<file path="src/source/uart_axi_pkg.sv">
package uart_axi_pkg;

	typedef logic [31:0] addr_t;
	typedef logic [31:0] data_t;
	typedef logic [3:0]  strb_t;
	typedef logic [7:0]  byte_t;

	// register window
	localparam addr_t UART_BASE_ADDR = 32'h2000_0000;
	localparam addr_t UART_ADDR_MASK = 32'h0000_000F;

	// decoded from address bits 3:2
	typedef enum logic [1:0] {
		REG_CTRL   = 2'b00,
		REG_STATUS = 2'b01,
		REG_RDATA  = 2'b10,
		REG_WDATA  = 2'b11
	} reg_sel_t;

	// control register fields
	localparam int CTRL_TX_EN_BIT = 0;
	localparam int CTRL_RX_EN_BIT = 1;
	localparam int CTRL_BAUD_LSB  = 16;

	// status word bits
	localparam int STAT_RX_EMPTY = 3;
	localparam int STAT_RX_FULL  = 2;
	localparam int STAT_TX_EMPTY = 1;
	localparam int STAT_TX_FULL  = 0;

	localparam logic [3:0] STATUS_RESET = 4'hA; // both queues empty

endpackage

</file>
<file path="src/source/uart_axi_fsm.sv">
`timescale 1ns/1ps

module uart_axi_fsm (
	input  logic                     s_axi_aclk_i,
	input  logic                     s_axi_aresetn_i,
	input  uart_axi_pkg::addr_t      s_axi_araddr_i,
	input  logic                     s_axi_arvalid_i,
	output logic                     s_axi_arready_o,
	input  logic                     s_axi_rready_i,
	output logic                     s_axi_rvalid_o,
	output uart_axi_pkg::data_t      s_axi_rdata_o,
	output logic                     s_axi_rresp_o,
	input  uart_axi_pkg::addr_t      s_axi_awaddr_i,
	input  logic                     s_axi_awvalid_i,
	output logic                     s_axi_awready_o,
	input  uart_axi_pkg::data_t      s_axi_wdata_i,
	input  uart_axi_pkg::strb_t      s_axi_wstrb_i,
	input  logic                     s_axi_wvalid_i,
	output logic                     s_axi_wready_o,
	input  logic                     s_axi_bready_i,
	output logic                     s_axi_bvalid_o,
	output logic                     s_axi_bresp_o,
	input  uart_axi_pkg::data_t      rd_data_i,
	input  logic                     rd_ok_i,
	input  logic                     wr_ok_i,
	output logic                     rd_pulse_o,
	output logic                     wr_pulse_o,
	output uart_axi_pkg::reg_sel_t   rd_sel_o,
	output uart_axi_pkg::reg_sel_t   wr_sel_o,
	output uart_axi_pkg::data_t      wr_data_o,
	output uart_axi_pkg::strb_t      wr_strb_o
);

	logic                   rd_wait; // address taken, waiting for rready
	logic                   wr_wait;
	uart_axi_pkg::reg_sel_t ar_sel;
	uart_axi_pkg::reg_sel_t aw_sel;
	logic                   ar_hit;
	logic                   aw_hit;
	logic                   rd_accept;
	logic                   wr_accept;

	assign ar_sel = uart_axi_pkg::reg_sel_t'(s_axi_araddr_i[3:2]);
	assign aw_sel = uart_axi_pkg::reg_sel_t'(s_axi_awaddr_i[3:2]);

	assign ar_hit = (s_axi_araddr_i & ~uart_axi_pkg::UART_ADDR_MASK) == uart_axi_pkg::UART_BASE_ADDR;
	assign aw_hit = (s_axi_awaddr_i & ~uart_axi_pkg::UART_ADDR_MASK) == uart_axi_pkg::UART_BASE_ADDR;

	// transmit data is write only
	assign rd_accept = !rd_wait && s_axi_arvalid_i && ar_hit && (ar_sel != uart_axi_pkg::REG_WDATA);
	// only control and transmit data take writes
	assign wr_accept = !wr_wait && s_axi_awvalid_i && s_axi_wvalid_i && aw_hit &&
		((aw_sel == uart_axi_pkg::REG_CTRL) || (aw_sel == uart_axi_pkg::REG_WDATA));

	assign rd_pulse_o = rd_wait && s_axi_rready_i;
	assign wr_pulse_o = wr_wait && s_axi_bready_i;

	// read channel
	always_ff @(posedge s_axi_aclk_i) begin
		if (s_axi_aresetn_i) begin
			rd_wait         <= 1'b0;
			s_axi_arready_o <= 1'b0;
			s_axi_rvalid_o  <= 1'b0;
			s_axi_rresp_o   <= 1'b0;
		end else begin
			s_axi_arready_o <= rd_accept;
			s_axi_rvalid_o  <= rd_pulse_o;
			if (rd_accept)
				rd_wait <= 1'b1;
			else if (rd_pulse_o)
				rd_wait <= 1'b0;
			if (rd_pulse_o)
				s_axi_rresp_o <= rd_ok_i; // held until next read
		end
	end

	always_ff @(posedge s_axi_aclk_i) begin
		if (rd_accept)
			rd_sel_o <= ar_sel;
		if (rd_pulse_o)
			s_axi_rdata_o <= rd_data_i;
	end

	// write channel
	always_ff @(posedge s_axi_aclk_i) begin
		if (s_axi_aresetn_i) begin
			wr_wait         <= 1'b0;
			s_axi_awready_o <= 1'b0;
			s_axi_wready_o  <= 1'b0;
			s_axi_bvalid_o  <= 1'b0;
			s_axi_bresp_o   <= 1'b0;
		end else begin
			s_axi_awready_o <= wr_accept;
			s_axi_wready_o  <= wr_accept;
			s_axi_bvalid_o  <= wr_pulse_o;
			if (wr_accept)
				wr_wait <= 1'b1;
			else if (wr_pulse_o)
				wr_wait <= 1'b0;
			if (wr_pulse_o)
				s_axi_bresp_o <= wr_ok_i;
		end
	end

	always_ff @(posedge s_axi_aclk_i) begin
		if (wr_accept) begin
			wr_sel_o  <= aw_sel;
			wr_data_o <= s_axi_wdata_i;
			wr_strb_o <= s_axi_wstrb_i;
		end
	end

endmodule

</file>
<file path="src/source/uart_reg_file.sv">
`timescale 1ns/1ps

module uart_reg_file #(
	parameter int FIFO_DEPTH = 32
) (
	input  logic                    s_axi_aclk_i,
	input  logic                    s_axi_aresetn_i,
	input  logic                    rd_pulse_i,
	input  logic                    wr_pulse_i,
	input  uart_axi_pkg::reg_sel_t  rd_sel_i,
	input  uart_axi_pkg::reg_sel_t  wr_sel_i,
	input  uart_axi_pkg::data_t     wr_data_i,
	input  uart_axi_pkg::strb_t     wr_strb_i,
	input  logic                    r_done_i,
	input  uart_axi_pkg::byte_t     rx_i,
	input  logic                    tx_full_i,
	input  logic                    tx_empty_i,
	input  logic                    rx_full_i,
	input  logic                    rx_empty_i,
	input  uart_axi_pkg::byte_t     rx_head_i,
	input  logic                    tx_drained_i,
	output uart_axi_pkg::data_t     rd_data_o,
	output logic                    rd_ok_o,
	output logic                    wr_ok_o,
	output logic                    tx_push_o,
	output uart_axi_pkg::byte_t     tx_byte_o,
	output logic                    rx_pop_o,
	output logic                    rx_push_o,
	output uart_axi_pkg::byte_t     rx_byte_o,
	output logic                    tx_en_o,
	output logic                    rx_en_o,
	output logic [15:0]             baud_div_o
);

	uart_axi_pkg::data_t ctrl;
	logic [3:0]          status;
	logic                ctrl_wr;
	logic                rx_fills;

	assign tx_en_o    = ctrl[uart_axi_pkg::CTRL_TX_EN_BIT];
	assign rx_en_o    = ctrl[uart_axi_pkg::CTRL_RX_EN_BIT];
	assign baud_div_o = ctrl[uart_axi_pkg::CTRL_BAUD_LSB +: 16];

	assign ctrl_wr   = wr_pulse_i && (wr_sel_i == uart_axi_pkg::REG_CTRL);
	assign tx_push_o = wr_pulse_i && (wr_sel_i == uart_axi_pkg::REG_WDATA) && !tx_full_i;
	assign tx_byte_o = wr_data_i[7:0];
	assign wr_ok_o   = (wr_sel_i == uart_axi_pkg::REG_WDATA) ? !tx_full_i : 1'b1;

	assign rx_pop_o  = rd_pulse_i && (rd_sel_i == uart_axi_pkg::REG_RDATA) && !rx_empty_i;
	assign rx_push_o = r_done_i && rx_en_o && !rx_full_i;
	assign rx_byte_o = rx_i;

	// a single-entry queue is full right after its push
	assign rx_fills = rx_full_i || (rx_push_o && (FIFO_DEPTH == 1));

	always_comb begin
		rd_data_o = '0;
		rd_ok_o   = 1'b1;
		case (rd_sel_i)
			uart_axi_pkg::REG_CTRL:   rd_data_o = ctrl;
			uart_axi_pkg::REG_STATUS: rd_data_o = uart_axi_pkg::data_t'(status);
			uart_axi_pkg::REG_RDATA: begin
				rd_ok_o = !rx_empty_i; // empty queue reads 0, refused
				if (!rx_empty_i)
					rd_data_o = uart_axi_pkg::data_t'(rx_head_i);
			end
			default: rd_ok_o = 1'b0;
		endcase
	end

	always_ff @(posedge s_axi_aclk_i) begin
		if (s_axi_aresetn_i) begin
			ctrl <= '0;
		end else begin
			if (ctrl_wr) begin
				for (int i = 0; i < 4; i++) begin
					if (wr_strb_i[i])
						ctrl[8*i +: 8] <= wr_data_i[8*i +: 8];
				end
			end
			// enables drop on their own, over any write
			if (tx_drained_i)
				ctrl[uart_axi_pkg::CTRL_TX_EN_BIT] <= 1'b0;
			if (rx_fills)
				ctrl[uart_axi_pkg::CTRL_RX_EN_BIT] <= 1'b0;
		end
	end

	always_ff @(posedge s_axi_aclk_i) begin
		if (s_axi_aresetn_i) begin
			status <= uart_axi_pkg::STATUS_RESET;
		end else begin
			status[uart_axi_pkg::STAT_RX_EMPTY] <= rx_empty_i;
			status[uart_axi_pkg::STAT_RX_FULL]  <= rx_full_i;
			status[uart_axi_pkg::STAT_TX_EMPTY] <= tx_empty_i;
			status[uart_axi_pkg::STAT_TX_FULL]  <= tx_full_i;
		end
	end

endmodule

</file>
<file path="src/source/uart_byte_fifo.sv">
`timescale 1ns/1ps

module uart_byte_fifo #(
	parameter int FIFO_DEPTH = 32
) (
	input  logic                 s_axi_aclk_i,
	input  logic                 s_axi_aresetn_i,
	input  logic                 push_i,
	input  uart_axi_pkg::byte_t  push_byte_i,
	input  logic                 pop_i,
	output uart_axi_pkg::byte_t  head_o,
	output logic                 full_o,
	output logic                 empty_o
);

	localparam int PTR_W = (FIFO_DEPTH > 1) ? $clog2(FIFO_DEPTH) : 1;
	localparam int CNT_W = $clog2(FIFO_DEPTH + 1);
	localparam logic [CNT_W-1:0] DEPTH_CNT = CNT_W'(FIFO_DEPTH);

	uart_axi_pkg::byte_t mem [FIFO_DEPTH];
	logic [PTR_W-1:0]    wr_ptr;
	logic [PTR_W-1:0]    rd_ptr;
	logic [CNT_W-1:0]    count;
	logic                do_push;
	logic                do_pop;

	assign full_o  = (count == DEPTH_CNT);
	assign empty_o = (count == '0);
	assign head_o  = mem[rd_ptr];

	assign do_push = push_i && !full_o; // dropped when full
	assign do_pop  = pop_i && !empty_o;

	always_ff @(posedge s_axi_aclk_i) begin
		if (s_axi_aresetn_i) begin
			wr_ptr <= '0;
			rd_ptr <= '0;
			count  <= '0;
		end else begin
			if (do_push)
				wr_ptr <= (FIFO_DEPTH > 1) ? wr_ptr + 1'b1 : '0; // wraps at power of two
			if (do_pop)
				rd_ptr <= (FIFO_DEPTH > 1) ? rd_ptr + 1'b1 : '0;
			count <= count + CNT_W'(do_push) - CNT_W'(do_pop);
		end
	end

	always_ff @(posedge s_axi_aclk_i) begin
		if (do_push)
			mem[wr_ptr] <= push_byte_i;
	end

endmodule

</file>
<file path="src/source/uart_tx_feeder.sv">
`timescale 1ns/1ps

module uart_tx_feeder (
	input  logic                 s_axi_aclk_i,
	input  logic                 s_axi_aresetn_i,
	input  logic                 tx_en_i,
	input  logic                 t_done_i,
	input  uart_axi_pkg::byte_t  head_i,
	input  logic                 empty_i,
	output uart_axi_pkg::byte_t  tx_o,
	output logic                 pop_o,
	output logic                 drained_o
);

	logic popped; // a pop went through last cycle

	assign pop_o = t_done_i && tx_en_i && !empty_i;

	// queue empty right after a pop, the last byte is gone
	assign drained_o = popped && empty_i;

	always_ff @(posedge s_axi_aclk_i) begin
		if (s_axi_aresetn_i)
			popped <= 1'b0;
		else
			popped <= pop_o;
	end

	always_ff @(posedge s_axi_aclk_i) begin
		if (tx_en_i && !empty_i)
			tx_o <= head_i; // keeps last byte otherwise
	end

endmodule

</file>
<file path="src/source/uart_axi_regs.sv">
`timescale 1ns/1ps

module uart_axi_regs #(
	parameter int FIFO_DEPTH = 32
) (
	input  logic                 s_axi_aclk_i,
	input  logic                 s_axi_aresetn_i,
	input  uart_axi_pkg::addr_t  s_axi_araddr_i,
	input  logic                 s_axi_arvalid_i,
	output logic                 s_axi_arready_o,
	input  logic                 s_axi_rready_i,
	output logic                 s_axi_rvalid_o,
	output uart_axi_pkg::data_t  s_axi_rdata_o,
	output logic                 s_axi_rresp_o,
	input  uart_axi_pkg::addr_t  s_axi_awaddr_i,
	input  logic                 s_axi_awvalid_i,
	output logic                 s_axi_awready_o,
	input  uart_axi_pkg::data_t  s_axi_wdata_i,
	input  uart_axi_pkg::strb_t  s_axi_wstrb_i,
	input  logic                 s_axi_wvalid_i,
	output logic                 s_axi_wready_o,
	input  logic                 s_axi_bready_i,
	output logic                 s_axi_bvalid_o,
	output logic                 s_axi_bresp_o,
	input  logic                 r_done_i,
	input  logic                 t_done_i,
	input  uart_axi_pkg::byte_t  rx_i,
	output logic                 rx_en_o,
	output logic                 tx_en_o,
	output uart_axi_pkg::byte_t  tx_o,
	output logic [15:0]          baud_div_o
);

	logic                   rd_pulse;
	logic                   wr_pulse;
	uart_axi_pkg::reg_sel_t rd_sel;
	uart_axi_pkg::reg_sel_t wr_sel;
	uart_axi_pkg::data_t    wr_data;
	uart_axi_pkg::strb_t    wr_strb;
	uart_axi_pkg::data_t    rd_data;
	logic                   rd_ok;
	logic                   wr_ok;
	logic                   tx_push;
	logic                   tx_pop;
	uart_axi_pkg::byte_t    tx_byte;
	uart_axi_pkg::byte_t    tx_head;
	logic                   tx_full;
	logic                   tx_empty;
	logic                   tx_drained;
	logic                   rx_push;
	logic                   rx_pop;
	uart_axi_pkg::byte_t    rx_byte;
	uart_axi_pkg::byte_t    rx_head;
	logic                   rx_full;
	logic                   rx_empty;

	uart_axi_fsm fsm0 (
		.s_axi_aclk_i, .s_axi_aresetn_i,
		.s_axi_araddr_i, .s_axi_arvalid_i, .s_axi_arready_o,
		.s_axi_rready_i, .s_axi_rvalid_o, .s_axi_rdata_o, .s_axi_rresp_o,
		.s_axi_awaddr_i, .s_axi_awvalid_i, .s_axi_awready_o,
		.s_axi_wdata_i, .s_axi_wstrb_i, .s_axi_wvalid_i, .s_axi_wready_o,
		.s_axi_bready_i, .s_axi_bvalid_o, .s_axi_bresp_o,
		.rd_data_i(rd_data), .rd_ok_i(rd_ok), .wr_ok_i(wr_ok),
		.rd_pulse_o(rd_pulse), .wr_pulse_o(wr_pulse),
		.rd_sel_o(rd_sel), .wr_sel_o(wr_sel),
		.wr_data_o(wr_data), .wr_strb_o(wr_strb)
	);

	uart_reg_file #(.FIFO_DEPTH(FIFO_DEPTH)) regs0 (
		.s_axi_aclk_i, .s_axi_aresetn_i,
		.rd_pulse_i(rd_pulse), .wr_pulse_i(wr_pulse),
		.rd_sel_i(rd_sel), .wr_sel_i(wr_sel),
		.wr_data_i(wr_data), .wr_strb_i(wr_strb),
		.r_done_i, .rx_i,
		.tx_full_i(tx_full), .tx_empty_i(tx_empty),
		.rx_full_i(rx_full), .rx_empty_i(rx_empty), .rx_head_i(rx_head),
		.tx_drained_i(tx_drained),
		.rd_data_o(rd_data), .rd_ok_o(rd_ok), .wr_ok_o(wr_ok),
		.tx_push_o(tx_push), .tx_byte_o(tx_byte),
		.rx_pop_o(rx_pop), .rx_push_o(rx_push), .rx_byte_o(rx_byte),
		.tx_en_o, .rx_en_o, .baud_div_o
	);

	uart_byte_fifo #(.FIFO_DEPTH(FIFO_DEPTH)) tx_fifo (
		.s_axi_aclk_i, .s_axi_aresetn_i,
		.push_i(tx_push), .push_byte_i(tx_byte), .pop_i(tx_pop),
		.head_o(tx_head), .full_o(tx_full), .empty_o(tx_empty)
	);

	uart_byte_fifo #(.FIFO_DEPTH(FIFO_DEPTH)) rx_fifo (
		.s_axi_aclk_i, .s_axi_aresetn_i,
		.push_i(rx_push), .push_byte_i(rx_byte), .pop_i(rx_pop),
		.head_o(rx_head), .full_o(rx_full), .empty_o(rx_empty)
	);

	uart_tx_feeder feeder0 (
		.s_axi_aclk_i, .s_axi_aresetn_i,
		.tx_en_i(tx_en_o), .t_done_i,
		.head_i(tx_head), .empty_i(tx_empty),
		.tx_o, .pop_o(tx_pop), .drained_o(tx_drained)
	);

endmodule

</file>
<file path="config.mk">
export PLATFORM = sky130hd
export DESIGN_NAME = uart_axi_regs
export DESIGN_NICKNAME = d
export VERILOG_FILES = /design/src/source/uart_axi_pkg.sv /design/src/source/uart_axi_fsm.sv /design/src/source/uart_reg_file.sv /design/src/source/uart_byte_fifo.sv /design/src/source/uart_tx_feeder.sv /design/src/source/uart_axi_regs.sv
export SDC_FILE = /design/constraint.sdc
export NUM_CORES = 1
export LEC_CHECK = 0
export BUFFER_PORTS_ARGS = -buffer_cell sky130_fd_sc_hd__buf_4
export CELL_PAD_IN_SITES_DETAIL_PLACEMENT = 0
export CELL_PAD_IN_SITES_GLOBAL_PLACEMENT = 1
export CORE_AREA = 3 3 300 302
export CTS_CLUSTER_DIAMETER = 40
export DETAILED_ROUTE_END_ITERATION = 8
export DIE_AREA = 0 0 303 305
export GPL_TIMING_DRIVEN = 0
export PLACE_DENSITY_LB_ADDON = 0.1
export RECOVER_POWER = 100
export SLEW_MARGIN = 40
export SYNTH_ARGS = -nofsm -noshare
export SYNTH_HDL_FRONTEND = slang
export SYNTH_SLANG_ARGS = --single-unit
</file>
<file path="constraint.sdc">
create_clock -name s_axi_aclk_i -period 4.7 [get_ports s_axi_aclk_i]
set_clock_uncertainty 0.2 [all_clocks]
set_input_delay 0.235 -clock s_axi_aclk_i [delete_from_list [all_inputs] [get_ports s_axi_aclk_i]]
set_output_delay 0.235 -clock s_axi_aclk_i [all_outputs]
set_load 0.01 [all_outputs]
</file>
==> flow_summary.json <==
{
  "place_hpwl_mm": 47.4,
  "drtIter0Drc": 931,
  "area_delta_synth_final_pct": 27.6,
  "syn_avg_cell_area_sq_um": 18.3,
  "max-vdd-ir-drop_mv": 0.268,
  "status": "finished, violations left",
  "grt_overflow": 0,
  "synth-async-reset-ratio_pct": 0,
  "grt_max_degree": 35,
  "numCtsBuffers": 112,
  "antenna_cells": 0,
  "hp-class": "input port to flip-flop",
  "cts_resized": 0,
  "synth_area_sq_um": 26300,
  "grt_pass1_vias": 15376,
  "clock.fmax_mhz": 253,
  "route.detailed.drc": 0,
  "critPathCaptureType": "flip-flop",
  "wl_per_cell_um": 23.0,
  "root_buffer": "clkbuf_16",
  "drtPass1Iterations": 5,
  "critPathKind": "flip-flop to flip-flop",
  "crit_fanout": 10,
  "cts_max_level": 3,
  "worstPathArrival_ns": 4.13,
  "drive_gt1_share_pct": 25.0,
  "totalNegativeSetupSlack_ns": 0,
  "postLayoutSetupSlackWorst_ns": 0.752,
  "post-route-util_pct": 38.1,
  "synth_cells": 1437,
  "power_leakage_nw": 10.7,
  "clkLatencyLatePin_ns": 0.66,
  "drv_slew": 232,
  "via_per_inst": 4.62,
  "crit_required_ns": 4.88,
  "ys_ff_latch": 674,
  "stdcell_count": 3084,
  "fin_nets": 1968,
  "cts_max_path_buffers": 3,
  "die_y_um": 305,
  "ys.warnings.count": 0,
  "finalCritPeriodShare_pct": 84.0,
  "port_buffers": 177,
  "synth-edff-count": 592,
  "die_w_um": 303,
  "final.min_clock_period_ns": 3.95,
  "synth_nets": 1583,
  "violations": "capacitance limit, slew limit",
  "preCtsSetupSlack_ns": 1.35,
  "cap_violations": 7,
  "wirelength_mm": 71.1,
  "place.gp.congestion": 0.743,
  "rows": 109,
  "antenna_found_initial": 1,
  "die_area_sq_um": 92400,
  "powerDensity_nw_per_um2": 449,
  "clkSlewWorstSetupHoldPaths_ns": 0.05,
  "synth_ff_type": "edfxtp_1",
  "grt_pass1_wl_mm": 104,
  "io_pins": 182,
  "start_util_pct": 29.8,
  "cts_tree": "built",
  "clock_sinks": 674,
  "track_usage_pct": 15.5,
  "place_inst": 2801,
  "worstMarginPinSlew_ns": 1.78,
  "core_sq_um": 88000,
  "finalHoldViolations": 0,
  "finalSetupViolCount": 0,
  "drtAntennaViolNets": 0,
  "rsz0062_at_grt": "false",
  "maxSlewHeadroom_pct": -19.2,
  "synth.yosys.seq_area_share_pct": 74.0,
  "ys_types": 47,
  "start_kind": "flip-flop",
  "vias": 14256
}
==> cell families (layout without fill, tap and decap cells) <==
family | Yosys count | in the layout | synth area share [%]
muxes | 181 | 181 | 13.7
DFF | 674 | 674 | 74.0
and+or+nand+nor | 323 | 323 | 5.90
AOI/OAI and AO/OA | 93 | 93 | 2.18
buffers and inverters | 114 | 596 | 2.09
adders and majority gates | 29 | 29 | 1.44
xor gates and xnor gates | 23 | 23 | 0.767
==> final cells by class <==
class                           count  area (sq um)
Clock inverter                     72           917
Sequential cell                   674         19400
Clock buffer                      139          3000
Buffer                             90           452
Tap cell                         1165          1460
Fill cell                        8247         54500
Inverter                           24          91.3
Timing Repair Buffer              271          1880
Multi-Input combinational cell    649          6280
==> through the flow <==
| step | power (W) | hold WS, ns | cell area, sq um |
|---|---|---|---|
| after floorplan | 0.00660 | 0.134 | 26300 |
| after global placement | 0.00672 | 0.214 | 29000 |
| after detailed placement | 0.00672 | 0.214 | 29400 |
| after CTS | 0.0152 | 0.00287 | 34000 |
| after global routing | 0.0155 | 0.0934 | 33500 |
| final | 0.0150 | 0.123 | 33500 |
==> report_power, final <==
group              switching (W)  internal (W)
clock                    0.00289       0.00551
sequential     0.000000000000633       0.00647
combinational          0.0000799     0.0000891
==> synthesized netlist by cell type, types with 11 or more instances <==
cell,count,share of area (%)
nor2_1,119,1.7
ha_1,27,1.3
buf_2,21,0.40
mux4_2,136,12
nor4_1,11,0.26
buf_4,21,0.60
nor2b_1,13,0.31
clkbuf_1,40,0.57
a21oi_1,48,0.91
and2_1,26,0.62
xor2_1,14,0.47
mux2i_1,34,1.3
nand4_1,14,0.33
nand2_1,62,0.89
inv_1,24,0.34
edfxtp_1,592,68
dfxtp_1,82,6.3
nand3_1,40,0.76
==> registers in the layout, indices dropped and copies added (netlist names), 2 cells and up, named ones only <==
signal	count
tx_fifo.mem	256
regs0.ctrl	32
tx_fifo.rd_ptr	5
fsm0.rd_sel_o	2
rx_fifo.mem	256
fsm0.wr_strb_o	4
tx_fifo.count	6
fsm0.s_axi_rdata_o	32
rx_fifo.count	6
fsm0.wr_data_o	32
regs0.status	4
feeder0.tx_o	8
rx_fifo.rd_ptr	5
tx_fifo.wr_ptr	5
rx_fifo.wr_ptr	5
fsm0.wr_sel_o	2
==> layer usage <==
metal	up-vias	part of all wire (%)	GRT usage [%]	routed length [um]
met4	0	2.5	4.62	1790
met5	-	0	0	0
met3	111	4.0	2.64	2880
met1	7369	43	20.3	30600
li1	6449	-	-	-
met2	327	50	26.2	35800
==> critical path, cell delays in order (launching register included) <==
cell	delay, ns
dfxtp_1	0.40
clkbuf_1	0.69
clkbuf_1	0.65
clkbuf_1	0.82
mux2_2	0.41
o211ai_1	0.31
nand2_1	0.16
==> worst paths after layout <==
path / from / to / slack (ns) / depth (start not counted)
setup reg to reg: flip-flop / fsm0.s_axi_rdata_o[4] / 0.75 / 6
hold / removal: s_axi_wdata_i[16] / fsm0.wr_data_o[16] / 0.12 / 2
hold reg to reg: feeder0.popped / regs0.ctrl[0] / 0.24 / 1
setup / recovery: flip-flop / fsm0.s_axi_rdata_o[4] / 0.75 / 6
==> cell usage in the layout, fill, tap and decap left out, types with 9 or more instances in the layout <==
master and n:
nand4_1 14, inv_1 23, xnor2_1 9, nor2_1 119, buf_2 16, clkbuf_16 114
clkbuf_4 50, nand3_1 40, clkbuf_1 156, dfxtp_1 82, buf_4 81, nor2b_1 13
clkinv_1 11, a21o_1 10, ha_1 27, nand2_1 62, edfxtp_1 592, xor2_1 14
mux2i_1 34, nor4_1 11, clkinv_4 10, a21oi_1 48, and2_1 11, dlygate4sd3_1 72
bufinv_16 18, clkinv_2 17, and2_0 15, mux4_2 136
==> what timing repair did <==
item	CTS	global route
hold endpoints to repair	320	0
hold buffers	72	0
setup buffers	0	0
Note: power is estimated with default switching activity, not from simulation.
